### src/source/smc_settings.svh
`ifndef SMC_SETTINGS_SVH
`define SMC_SETTINGS_SVH

// Extra clocks each external cycle is held, 0 to 7
`define SMC_WAIT_STATES 1

// Wait counter width, wide enough for 7 wait states
`define SMC_WAIT_W 3

// Internal and external address width
`define SMC_ADDR_W 32

// Most external cycles one access can need
`define SMC_MAX_CYCLES 4

// Random accesses issued in a testbench run
`define SMC_NUM_ACCESSES 60

`endif

### src/source/smc_size_pkg.sv
package smc_size_pkg;

   //------------------------------
   // Internal transfer size
   //------------------------------
   // Code 2'b11 has no meaning
   typedef enum logic [1:0]
   {
      xsiz_8  = 2'b00,  // Byte
      xsiz_16 = 2'b01,  // Halfword
      xsiz_32 = 2'b10   // Word
   } smc_xfer_size_t;

   //------------------------------
   // External bus width
   //------------------------------
   typedef enum logic [1:0]
   {
      bsiz_8  = 2'b00,  // 8 bit memory
      bsiz_16 = 2'b01,  // 16 bit memory
      bsiz_32 = 2'b10   // 32 bit memory
   } smc_bus_size_t;

endpackage

### src/source/smc_state_pkg.sv
package smc_state_pkg;

   //------------------------------
   // Cycle state machine states
   //------------------------------
   typedef enum logic
   {
      st_idle = 1'b0,  // Waiting for an access
      st_rw   = 1'b1   // External cycles running
   } smc_state_t;

endpackage

### src/source/smc_state.sv
`timescale 1ns/1ps
`include "smc_settings.svh"

module smc_state
(
   input  logic                          sys_clk1,       // System clock
   input  logic                          n_sys_reset1,   // Async reset, active low
   input  logic                          valid_access,   // Start of new access
   input  smc_size_pkg::smc_xfer_size_t  xfer_size,      // Live transfer size
   input  smc_size_pkg::smc_bus_size_t   bus_size,       // Live bus width
   output smc_size_pkg::smc_xfer_size_t  v_xfer_size,    // Validated transfer size
   output smc_size_pkg::smc_bus_size_t   v_bus_size,     // Validated bus width
   output logic [1:0]                    r_num_access,   // External cycles left
   output logic                          smc_done,       // Last clock of a cycle
   output smc_state_pkg::smc_state_t     smc_nextstate,  // Next cycle state
   output logic                          busy            // Access in progress
);

   import smc_size_pkg::*;
   import smc_state_pkg::*;

   smc_state_t               r_state;      // Current state
   smc_xfer_size_t           r_xfer_size;  // Held transfer size
   smc_bus_size_t            r_bus_size;   // Held bus width
   logic [`SMC_WAIT_W-1:0]   r_wait_cnt;   // Clocks spent in this cycle
   logic [1:0]               num_access;   // Total cycles minus one
   logic                     accept;       // Start honoured this cycle

   // Only idle takes a new access
   assign accept = valid_access && (r_state == st_idle);
   assign busy   = (r_state == st_rw);

   //------------------------------
   // Size hold
   //------------------------------
   always_ff @(posedge sys_clk1 or negedge n_sys_reset1)
   begin
      if (!n_sys_reset1)
      begin
         r_xfer_size <= xsiz_8;
         r_bus_size  <= bsiz_8;
      end
      else if (accept)
      begin
         r_xfer_size <= xfer_size;
         r_bus_size  <= bus_size;
      end
   end

   assign v_xfer_size = accept ? xfer_size : r_xfer_size;  // Live on start
   assign v_bus_size  = accept ? bus_size  : r_bus_size;

   //------------------------------
   // Access counter
   //------------------------------
   always_comb
   begin
      num_access = 2'd0;                       // One cycle unless split
      if (v_xfer_size == xsiz_32 && v_bus_size == bsiz_8)
         num_access = 2'd3;                    // Four byte cycles
      else if (v_xfer_size == xsiz_32 && v_bus_size == bsiz_16)
         num_access = 2'd1;                    // Two halfword cycles
      else if (v_xfer_size == xsiz_16 && v_bus_size == bsiz_8)
         num_access = 2'd1;                    // Two byte cycles
   end

   always_ff @(posedge sys_clk1 or negedge n_sys_reset1)
   begin
      if (!n_sys_reset1)
         r_num_access <= 2'd0;
      else if (accept)
         r_num_access <= num_access;
      else if (smc_done && (r_num_access != 2'd0))
         r_num_access <= r_num_access - 2'd1;  // Count down per cycle
   end

   //------------------------------
   // Wait counter
   //------------------------------
   // Done once the wait states have run out
   assign smc_done = (r_state == st_rw) &&
                     (r_wait_cnt == `SMC_WAIT_W'(`SMC_WAIT_STATES));

   always_ff @(posedge sys_clk1 or negedge n_sys_reset1)
   begin
      if (!n_sys_reset1)
         r_wait_cnt <= '0;
      else if (accept || smc_done)
         r_wait_cnt <= '0;                     // Fresh external cycle
      else if (r_state == st_rw)
         r_wait_cnt <= r_wait_cnt + 1'b1;
   end

   //------------------------------
   // Cycle state machine
   //------------------------------
   always_comb
   begin
      smc_nextstate = r_state;
      case (r_state)
         st_idle:
            if (valid_access)
               smc_nextstate = st_rw;
         st_rw:
            if (smc_done && (r_num_access == 2'd0))
               smc_nextstate = st_idle;        // Last cycle finished
         default:
            smc_nextstate = st_idle;
      endcase
   end

   always_ff @(posedge sys_clk1 or negedge n_sys_reset1)
   begin
      if (!n_sys_reset1)
         r_state <= st_idle;
      else
         r_state <= smc_nextstate;
   end

endmodule

### src/source/smc_addr.sv
`timescale 1ns/1ps
`include "smc_settings.svh"

module smc_addr
(
   input  logic                          sys_clk1,       // System clock
   input  logic                          n_sys_reset1,   // Async reset, active low
   input  logic                          valid_access,   // Start of new access
   input  logic [1:0]                    r_num_access,   // External cycles left
   input  smc_size_pkg::smc_bus_size_t   v_bus_size,     // Validated bus width
   input  smc_size_pkg::smc_xfer_size_t  v_xfer_size,    // Validated transfer size
   input  logic                          cs,             // Internal chip select
   input  logic [`SMC_ADDR_W-1:0]        addr,           // Internal byte address
   input  logic                          smc_done,       // End of an external cycle
   input  smc_state_pkg::smc_state_t     smc_nextstate,  // Next cycle state
   output logic [`SMC_ADDR_W-1:0]        smc_addr,       // External address
   output logic [3:0]                    smc_n_be,       // External byte enables
   output logic                          smc_n_cs        // External chip select
);

   import smc_size_pkg::*;
   import smc_state_pkg::*;

   smc_state_t   r_state;    // Tracks the state machine's current state
   logic         accept;     // Start honoured this cycle
   logic         r_cs;       // Stored chip select
   logic         v_cs;       // Validated chip select
   logic [1:0]   r_addr;     // Stored low address bits
   logic [1:0]   v_addr;     // Validated low address bits
   logic [1:0]   first_lsb;  // Low bits for the first external cycle
   logic [1:0]   next_lsb;   // Low bits after each smc_done
   logic [3:0]   n_be;       // Unregistered byte enables

   //------------------------------
   // State copy and access start
   //------------------------------
   always_ff @(posedge sys_clk1 or negedge n_sys_reset1)
   begin
      if (!n_sys_reset1)
         r_state <= st_idle;
      else
         r_state <= smc_nextstate;  // Same value as the state machine
   end

   // Pulses while busy are dropped
   assign accept = valid_access && (r_state == st_idle);

   //------------------------------
   // Chip select and address store
   //------------------------------
   always_ff @(posedge sys_clk1 or negedge n_sys_reset1)
   begin
      if (!n_sys_reset1)
      begin
         r_cs   <= 1'b0;
         r_addr <= 2'b00;
      end
      else if (accept)
      begin
         r_cs   <= cs;
         r_addr <= addr[1:0];
      end
   end

   assign v_cs   = accept ? cs : r_cs;          // Live in the start cycle
   assign v_addr = accept ? addr[1:0] : r_addr;

   //------------------------------
   // Low address bits
   //------------------------------
   // Little endian, narrow buses walk down to offset 0
   always_comb
   begin
      case (v_xfer_size)
         xsiz_32:
            case (v_bus_size)
               bsiz_8:  first_lsb = 2'b11;             // Top byte first
               bsiz_16: first_lsb = 2'b10;             // Upper half first
               default: first_lsb = 2'b00;
            endcase
         xsiz_16:
            if (v_bus_size == bsiz_8)
               first_lsb = {addr[1], 1'b1};            // Upper byte of the half
            else
               first_lsb = {addr[1], 1'b0};
         default:
            first_lsb = addr[1:0];                     // Byte goes as addressed
      endcase
   end

   // Following cycles, indexed by the remaining count
   always_comb
   begin
      case (v_xfer_size)
         xsiz_32:
            if (v_bus_size == bsiz_8)
               case (r_num_access)
                  2'b11:   next_lsb = 2'b10;
                  2'b10:   next_lsb = 2'b01;
                  2'b01:   next_lsb = 2'b00;
                  default: next_lsb = 2'b11;           // Past the last byte
               endcase
            else
               next_lsb = 2'b00;                       // Lower half
         xsiz_16:
            next_lsb = {r_addr[1], 1'b0};              // Lower byte of the half
         default:
            next_lsb = r_addr;
      endcase
   end

   always_ff @(posedge sys_clk1 or negedge n_sys_reset1)
   begin
      if (!n_sys_reset1)
         smc_addr <= '0;
      else if (accept)
      begin
         smc_addr[`SMC_ADDR_W-1:2] <= addr[`SMC_ADDR_W-1:2];  // Word part held
         smc_addr[1:0]             <= first_lsb;
      end
      else if (smc_done)
         smc_addr[1:0] <= next_lsb;                   // Step to the next cycle
   end

   //------------------------------
   // Byte enables, active low
   //------------------------------
   always_comb
   begin
      n_be = 4'b1111;                                  // Deselected
      if (v_cs)
      begin
         case (v_xfer_size)
            xsiz_8:
               case (v_bus_size)
                  bsiz_32: n_be = ~(4'b0001 << v_addr);        // Lane by offset
                  bsiz_16: n_be = v_addr[0] ? 4'b1101 : 4'b1110;
                  bsiz_8:  n_be = 4'b1110;
                  default: n_be = 4'b1111;
               endcase
            xsiz_16:
               case (v_bus_size)
                  bsiz_32: n_be = v_addr[1] ? 4'b0011 : 4'b1100;
                  bsiz_16: n_be = 4'b1100;
                  bsiz_8:  n_be = 4'b1110;
                  default: n_be = 4'b1111;
               endcase
            xsiz_32:
               case (v_bus_size)
                  bsiz_32: n_be = 4'b0000;             // Whole word at once
                  bsiz_16: n_be = 4'b1100;
                  bsiz_8:  n_be = 4'b1110;
                  default: n_be = 4'b1111;
               endcase
            default:
               n_be = 4'b1111;                         // Unused size code
         endcase
      end
   end

   //------------------------------
   // Registered chip select and enables
   //------------------------------
   always_ff @(posedge sys_clk1 or negedge n_sys_reset1)
   begin
      if (!n_sys_reset1)
      begin
         smc_n_cs <= 1'b1;
         smc_n_be <= 4'hF;
      end
      else if (smc_nextstate == st_rw)
      begin
         smc_n_cs <= ~v_cs;
         smc_n_be <= n_be;
      end
      else
      begin
         smc_n_cs <= 1'b1;   // Bus released
         smc_n_be <= 4'hF;
      end
   end

endmodule

### src/source/smc_lite.sv
`timescale 1ns/1ps
`include "smc_settings.svh"

module smc_lite
(
   input  logic                          sys_clk1,      // System clock
   input  logic                          n_sys_reset1,  // Async reset, active low
   input  logic                          valid_access,  // Access start pulse
   input  logic                          cs,            // Internal chip select
   input  logic [`SMC_ADDR_W-1:0]        addr,          // Internal byte address
   input  smc_size_pkg::smc_xfer_size_t  xfer_size,     // Transfer size
   input  smc_size_pkg::smc_bus_size_t   bus_size,      // External bus width
   output logic [`SMC_ADDR_W-1:0]        smc_addr,      // External address
   output logic                          smc_n_cs,      // Chip select, active low
   output logic [3:0]                    smc_n_be,      // Byte enables, active low
   output logic                          busy           // Access in progress
);

   import smc_size_pkg::*;
   import smc_state_pkg::*;

   smc_xfer_size_t   v_xfer_size;    // Validated transfer size
   smc_bus_size_t    v_bus_size;     // Validated bus width
   logic [1:0]       r_num_access;   // External cycles left
   logic             smc_done;       // End of an external cycle
   smc_state_t       smc_nextstate;  // Next cycle state

   // Cycle counting and size hold
   smc_state u_state
   (
      .sys_clk1      (sys_clk1),
      .n_sys_reset1  (n_sys_reset1),
      .valid_access  (valid_access),
      .xfer_size     (xfer_size),
      .bus_size      (bus_size),
      .v_xfer_size   (v_xfer_size),
      .v_bus_size    (v_bus_size),
      .r_num_access  (r_num_access),
      .smc_done      (smc_done),
      .smc_nextstate (smc_nextstate),
      .busy          (busy)
   );

   // External address, chip select and enables
   smc_addr u_addr
   (
      .sys_clk1      (sys_clk1),
      .n_sys_reset1  (n_sys_reset1),
      .valid_access  (valid_access),
      .r_num_access  (r_num_access),
      .v_bus_size    (v_bus_size),
      .v_xfer_size   (v_xfer_size),
      .cs            (cs),
      .addr          (addr),
      .smc_done      (smc_done),
      .smc_nextstate (smc_nextstate),
      .smc_addr      (smc_addr),
      .smc_n_be      (smc_n_be),
      .smc_n_cs      (smc_n_cs)
   );

endmodule

### config.mk
export PLATFORM = sky130hd
export DESIGN_NAME = smc_lite
export DESIGN_NICKNAME = d
export VERILOG_FILES = /design/src/source/smc_size_pkg.sv /design/src/source/smc_state_pkg.sv /design/src/source/smc_state.sv /design/src/source/smc_addr.sv /design/src/source/smc_lite.sv
export VERILOG_INCLUDE_DIRS = /design/src /design/src/source
export SDC_FILE = /design/constraint.sdc
export NUM_CORES = 1
export LEC_CHECK = 0
export BUFFER_PORTS_ARGS = -buffer_cell sky130_fd_sc_hd__buf_4
export CAP_MARGIN = 30
export CORE_MARGIN = 2
export CORE_UTILIZATION = 40
export CTS_CLUSTER_SIZE = 14
export DETAILED_ROUTE_END_ITERATION = 16
export HOLD_SLACK_MARGIN = 0.08
export PLACE_DENSITY = 0.72
export SLEW_MARGIN = 20
export SYNTH_ARGS = -nofsm -noshare
export SYNTH_HDL_FRONTEND = slang
export SYNTH_SLANG_ARGS = --single-unit
### constraint.sdc
create_clock -name sys_clk1 -period 5.9 [get_ports sys_clk1]
set_input_delay 0.885 -clock sys_clk1 [delete_from_list [all_inputs] [get_ports sys_clk1]]
set_output_delay 0.885 -clock sys_clk1 [all_outputs]
set_load 0.03 [all_outputs]
==> results.json, run 1 <==
{
  "synthTopCellsByArea": "dfrtp_1 (50%), nand2_1 (16%), dfstp_2 (5.9%), ha_1 (5.0%), o21ai_0 (2.0%)",
  "ir_drop_mv": 0.244,
  "status": "finished clean",
  "insertedDiodeCount": 0,
  "area_growth_pct": 35.1,
  "synth_nets": 287,
  "setup_ws_ns": 3.46,
  "critPathSlowestCell": "buf_4",
  "reg2reg_from": "u_addr.r_state",
  "path_cells": "buf_4 -> nand2b_1 -> buf_4 -> mux2i_1 -> inv_1 -> ha_1 -> a21oi_1 -> nor4_2 -> o22a_1",
  "cp.arrival_ns": 2.63,
  "leakagePower_nw": 1.58,
  "die_x_um": 78.7,
  "core_area_um2": 5440,
  "pin_count": 78,
  "numCtsBuffers": 5,
  "fin_crit_sh": 0.413,
  "clkTransAtPathRegs_ns": 0.09,
  "design.final.nets": 364,
  "crit_type": "in2reg",
  "post-place-ws_ns": 3.06,
  "crit_required_ns": 6.09,
  "wl_per_cell_um": 12.7,
  "io_buffer_count": 77,
  "crit_fanout": 41,
  "final_common_cell": "nand2_1",
  "first_global_vias": 1836,
  "finalHoldViolations": 0,
  "post_cts_buffers": 0,
  "synth-seq-cells": 50,
  "cts_tree": "built",
  "drv_cap": 0,
  "yosysUniqueCellTypes": 38,
  "rsz0062_at_grt": "false",
  "hold_buffers": 0,
  "grt_antenna_before_repair": 0,
  "overflow": 0,
  "slew_violations": 0,
  "min_from": "u_addr.smc_addr[26]",
  "path_common_cell": "buf_4",
  "synth_top_area_frac": 0.505,
  "hpwl_um": 3450,
  "synth_area_um2": 2230,
  "multiInputGateArea_um2": 906,
  "max_slew_margin": 0.577,
  "gp_congestion": 0.777,
  "cp-startpoint": "valid_access",
  "grt_pass1_wl_um": 8440,
  "fillCellCount": 501,
  "syn_avg_cell_area_um2": 9.37,
  "min_path_type": "reg2reg",
  "cts_buffer_depth": 2,
  "syn_inst": 238,
  "period_minus_slack_ns": 2.44,
  "post_cts_resized": 0,
  "cp-start-kind": "input pin",
  "start_util": 0.410,
  "powerDensity_nw_per_um2": 600,
  "clk-insertion-delay-late_ns": 0.30,
  "tightest_slew_ns": 0.635,
  "first_pass_iters": 4,
  "cts-htree-levels": 2,
  "fmax_mhz": 411,
  "drc": 0,
  "ant_nets": 0,
  "die_h_um": 78.7,
  "clock_skew_ns": 0.00702,
  "synth_top_area_cell": "dfrtp_1",
  "mostFrequentLayoutCells": "nand2_1 (96), buf_4 (78), dfrtp_1 (45)",
  "rows": 27,
  "synthesis.yosys.warnings": 0,
  "drive_gt1_frac": 0.310,
  "rr_worst_depth": 8,
  "setup_violations": 0,
  "regArea_um2": 1260,
  "cpPeakStageDelay_ns": 0.36,
  "drt-vias-per-instance": 4.86,
  "drt-initial-drc-count": 108,
  "hold_depth": 2,
  "track_usage": 0.171,
  "ctsRootBufferMaster": "clkbuf_8",
  "grt_start_max_net_pins": 51,
  "wl_um": 4940,
  "fin_setup_tns_ns": 0,
  "die_area_um2": 6190,
  "num_vias": 1884,
  "ys_seq_area_frac": 0.564,
  "worst_setup_path_end_kind": "register",
  "clkSinkCount": 50
}
-- cells by family after synthesis --
group | count (synthesis) | synth area share
AO/OA/AOI/OAI | 33 | 0.0914
buffers and inverters | 17 | 0.0325
multiplexers | 7 | 0.0353
adder cells (fa/ha/maj) | 9 | 0.0505
flip-flops | 50 | 0.564
AND/OR/NAND/NOR | 121 | 0.223
XOR/XNOR | 1 | 0.00393
-- layer usage --
metal	track usage	vias up	part of all wire
li1	-	926	-
met4	0.0596	0	0.019
met5	0	-	0
met2	0.285	53	0.48
met3	0.0402	8	0.059
met1	0.219	897	0.45
-- cell usage after synthesis (all sizes together) --
cell type  instances
nand2             96
dfrtp             45
o21ai             13
nor2              11
ha                 9
inv                8
a21oi              5
clkbuf             5
dfstp              5
buf                4
mux2               4
a22o               3
mux2i              3
nand2b             3
o22ai              3
a211oi             2
a31oi              2
nand3              2
nor2b              2
or3                2
and3               1
nand3b             1
nor3               1
nor3b              1
nor4               1
o211ai             1
o21a               1
o221ai             1
o22a               1
o31a               1
xnor2              1
-- layout make-up --
| class | instances | share of cell area |
|---|---|---|
| Sequential cell | 50 | 0.417 |
| Multi-Input combinational cell | 171 | 0.301 |
| Timing Repair Buffer | 79 | 0.203 |
| Tap cell | 72 | 0.0299 |
| Clock buffer | 7 | 0.0287 |
| Clock inverter | 1 | 0.00997 |
| Inverter | 8 | 0.00997 |
-- report_power, final --
part | leakage [nW] | total, mW | internal (mW) | switching (mW)
logic | 0.915 | 0.947 | 0.365 | 0.581
clock network | 0.0585 | 0.248 | 0.138 | 0.109
registers | 0.607 | 0.612 | 0.513 | 0.0992
-- critical path: cells and delay by family --
family | cells | cell delay, ns
buffers and inverters | 3 | 0.61
AO/OA/AOI/OAI | 2 | 0.36
AND/OR/NAND/NOR | 2 | 0.11
multiplexers | 1 | 0.34
adder cells (fa/ha/maj) | 1 | 0.30
-- path summary, 6_finish.rpt --
kind	to	slack, ns
setup / recovery	u_addr.smc_addr[0]	3.46
hold / removal	u_addr.smc_addr[26]	0.48
setup reg to reg	u_addr.smc_addr[0]	3.52
hold reg to reg	u_addr.smc_addr[26]	0.48
max in group asynchronous	u_addr.smc_addr[14]	4.87
min in group asynchronous	u_state.r_wait_cnt[0]	0.59
-- stage by stage --
stage               instances  hold WS [ns]  area [um2]  power (mW)   util
finish                    388         0.481        3010        1.81  0.554
global placement          379         0.459        2870        1.54  0.527
detailed placement        379         0.466        2870        1.56  0.527
CTS                       387         0.489        2990        1.81  0.549
floorplan                 238         0.471        2230        1.24      -
global route              388         0.503        3010        1.94  0.554
-- flip-flops by register name (all words and copies together), names as in the netlist --
register and count:
u_addr.r_addr 2, u_addr.r_cs 1, u_addr.smc_n_cs 1, u_addr.r_state 1
u_addr.smc_addr 32, u_state.r_bus_size 2, u_state.r_xfer_size 2, u_state.r_wait_cnt 3
u_state.r_num_access 2, u_addr.smc_n_be 4
(Power assumes the default switching activity.)
==> run 2: changes to the inputs <==
Settings changed: PLACE_DENSITY 0.72 to 0.75.
Clock period 5.9 ns to 2.1 ns, I/O delays scaled along.
==> run 2 against run 1 <==
Setup slack got worse by 3.3 ns. Utilization rose by 0.25 points. Clock skew rose by 0.0059 ns. Design area rose by 0.46%. Via count fell by 2.2%. Die area did not move. Global-route usage fell by 0.37 points. First-iteration DRC count rose by 6.5%. Combinational power rose to 2.9 times the previous value.
==> results.json, run 2 (synthesized netlist as in run 1, its figures left out) <==
{
  "drt-initial-drc-count": 115,
  "leakagePower_nw": 1.58,
  "path_cells": "nand2b_2 -> mux2i_1 -> inv_1 -> ha_1 -> a21oi_1 -> nor4_2 -> o22a_1",
  "cts-htree-levels": 2,
  "crit_type": "reg2reg",
  "setup_violations": 0,
  "finalHoldViolations": 0,
  "mostFrequentLayoutCells": "nand2_1 (96), buf_4 (82), dfrtp_1 (44)",
  "first_pass_iters": 4,
  "max_flop_register": "u_addr.smc_addr",
  "fin_setup_tns_ns": 0,
  "crit_required_ns": 2.31,
  "largestRegisters": "u_addr.smc_addr (32), u_addr.smc_n_be (4), u_state.r_wait_cnt (3)",
  "powerDensity_nw_per_um2": 1670,
  "core_area_um2": 5440,
  "fin_crit_sh": 0.898,
  "pin_count": 78,
  "whs_ns": 0.191,
  "die_x_um": 78.7,
  "hold_buffers": 1,
  "track_usage": 0.168,
  "min_path_type": "in2reg",
  "first_global_vias": 1791,
  "design.final.nets": 368,
  "die_area_um2": 6190,
  "drt-vias-per-instance": 4.70,
  "tightest_slew_ns": 0.617,
  "period_minus_slack_ns": 1.89,
  "fillCellCount": 480,
  "largest_reg_flops": 32,
  "ir_drop_mv": 0.572,
  "io_buffer_count": 77,
  "grt_pass1_wl_um": 8170,
  "rsz0062_at_grt": "false",
  "start_util": 0.410,
  "post_cts_buffers": 0,
  "cp.arrival_ns": 2.09,
  "drive_gt1_frac": 0.325,
  "drc": 0,
  "max_slew_margin": 0.589,
  "ctsRootBufferMaster": "clkbuf_8",
  "die_h_um": 78.7,
  "clkSinkCount": 50,
  "rows": 27,
  "worst_setup_path_end_kind": "register",
  "status": "finished clean",
  "clkTransAtPathRegs_ns": 0.10,
  "gp_congestion": 0.800,
  "grt_start_max_net_pins": 51,
  "ant_nets": 0,
  "overflow": 0,
  "slew_violations": 0,
  "crit_fanout": 7,
  "fmax_mhz": 530,
  "num_vias": 1842,
  "final_common_cell": "nand2_1",
  "cpPeakStageDelay_ns": 0.41,
  "wl_um": 4900,
  "clock_skew_ns": 0.0129,
  "cts_buffer_depth": 2,
  "drv_cap": 0,
  "clk-insertion-delay-late_ns": 0.31,
  "post_cts_resized": 0,
  "cp-start-kind": "register",
  "hpwl_um": 3580,
  "wl_per_cell_um": 12.5,
  "cts_tree": "built",
  "insertedDiodeCount": 0,
  "critPathSlowestCell": "dfrtp_2",
  "grt_antenna_before_repair": 0,
  "numCtsBuffers": 5,
  "area_growth_pct": 35.7
}
==> run 2: cell types whose count changed in the layout (fill, tap and decap cells not counted) <==
cell           change
buf_4              +4
clkinvlp_4         +2
buf_16             -1
clkbuf_1           -1
clkbuf_8           -1
dfrtp_1            -1
dfrtp_2            +1
dlygate4sd3_1      +1
nand2b_1           -1
nand2b_2           +1
==> run 2: metrics by stage <==
step | setup slack [ns] | util | area, um2 | power, mW | cells
after global placement | 0.349 | 0.534 | 2900 | 4.34 | 383
after global routing | 0.0990 | 0.556 | 3030 | 5.44 | 392
after floorplan | 0.0581 | - | 2230 | 3.48 | 238
after CTS | 0.203 | 0.556 | 3030 | 5.10 | 392
final | 0.214 | 0.556 | 3030 | 5.05 | 392
after detailed placement | 0.221 | 0.534 | 2900 | 4.41 | 383
==> run 2: cell type report <==
class | count | area, um2 | share of cell area
Sequential cell | 50 | 1260 | 0.416
Multi-Input combinational cell | 171 | 908 | 0.300
Timing Repair Buffer | 83 | 626 | 0.207
Tap cell | 72 | 90.1 | 0.0298
Clock buffer | 5 | 68.8 | 0.0227
Clock inverter | 3 | 45.0 | 0.0149
Inverter | 8 | 30.0 | 0.00992
==> run 2: layer usage <==
layer | track usage | vias to the layer above | part of all wire
met4 | 0.0509 | 0 | 0.011
met1 | 0.212 | 857 | 0.45
met5 | 0 | - | 0
li1 | - | 930 | -
met3 | 0.0414 | 6 | 0.057
met2 | 0.285 | 49 | 0.48
==> run 2: worst paths after layout <==
| check | start | endpoint | slack (ns) | depth (start not counted) |
|---|---|---|---|---|
| min reg2reg | u_addr.smc_addr[30] | u_addr.smc_addr[30] | 0.48 | 2 |
| max reg2reg | u_addr.r_state | u_addr.smc_addr[0] | 0.21 | 7 |
| max in group asynchronous | n_sys_reset1 | u_addr.smc_addr[11] | 1.10 | 2 |
| max | u_addr.r_state | u_addr.smc_addr[0] | 0.21 | 7 |
| min in group asynchronous | n_sys_reset1 | u_state.r_wait_cnt[1] | 0.57 | 2 |
| min | addr[9] | u_addr.smc_addr[9] | 0.19 | 3 |
==> run 2: report_power, final <==
group | total (mW) | internal (mW) | switching [mW]
Sequential | 1.68 | 1.44 | 0.239
Combinational | 2.70 | 1.04 | 1.66
Clock | 0.678 | 0.354 | 0.324
==> run 2: critical path, delay by kind of cell, from the launching register on <==
kind | cells | cell delay [ns]
flops | 1 | 0.41
compound gates | 2 | 0.38
fa+ha+maj | 1 | 0.31
mux | 1 | 0.29
simple gates | 2 | 0.27
buf+inv | 1 | 0.13
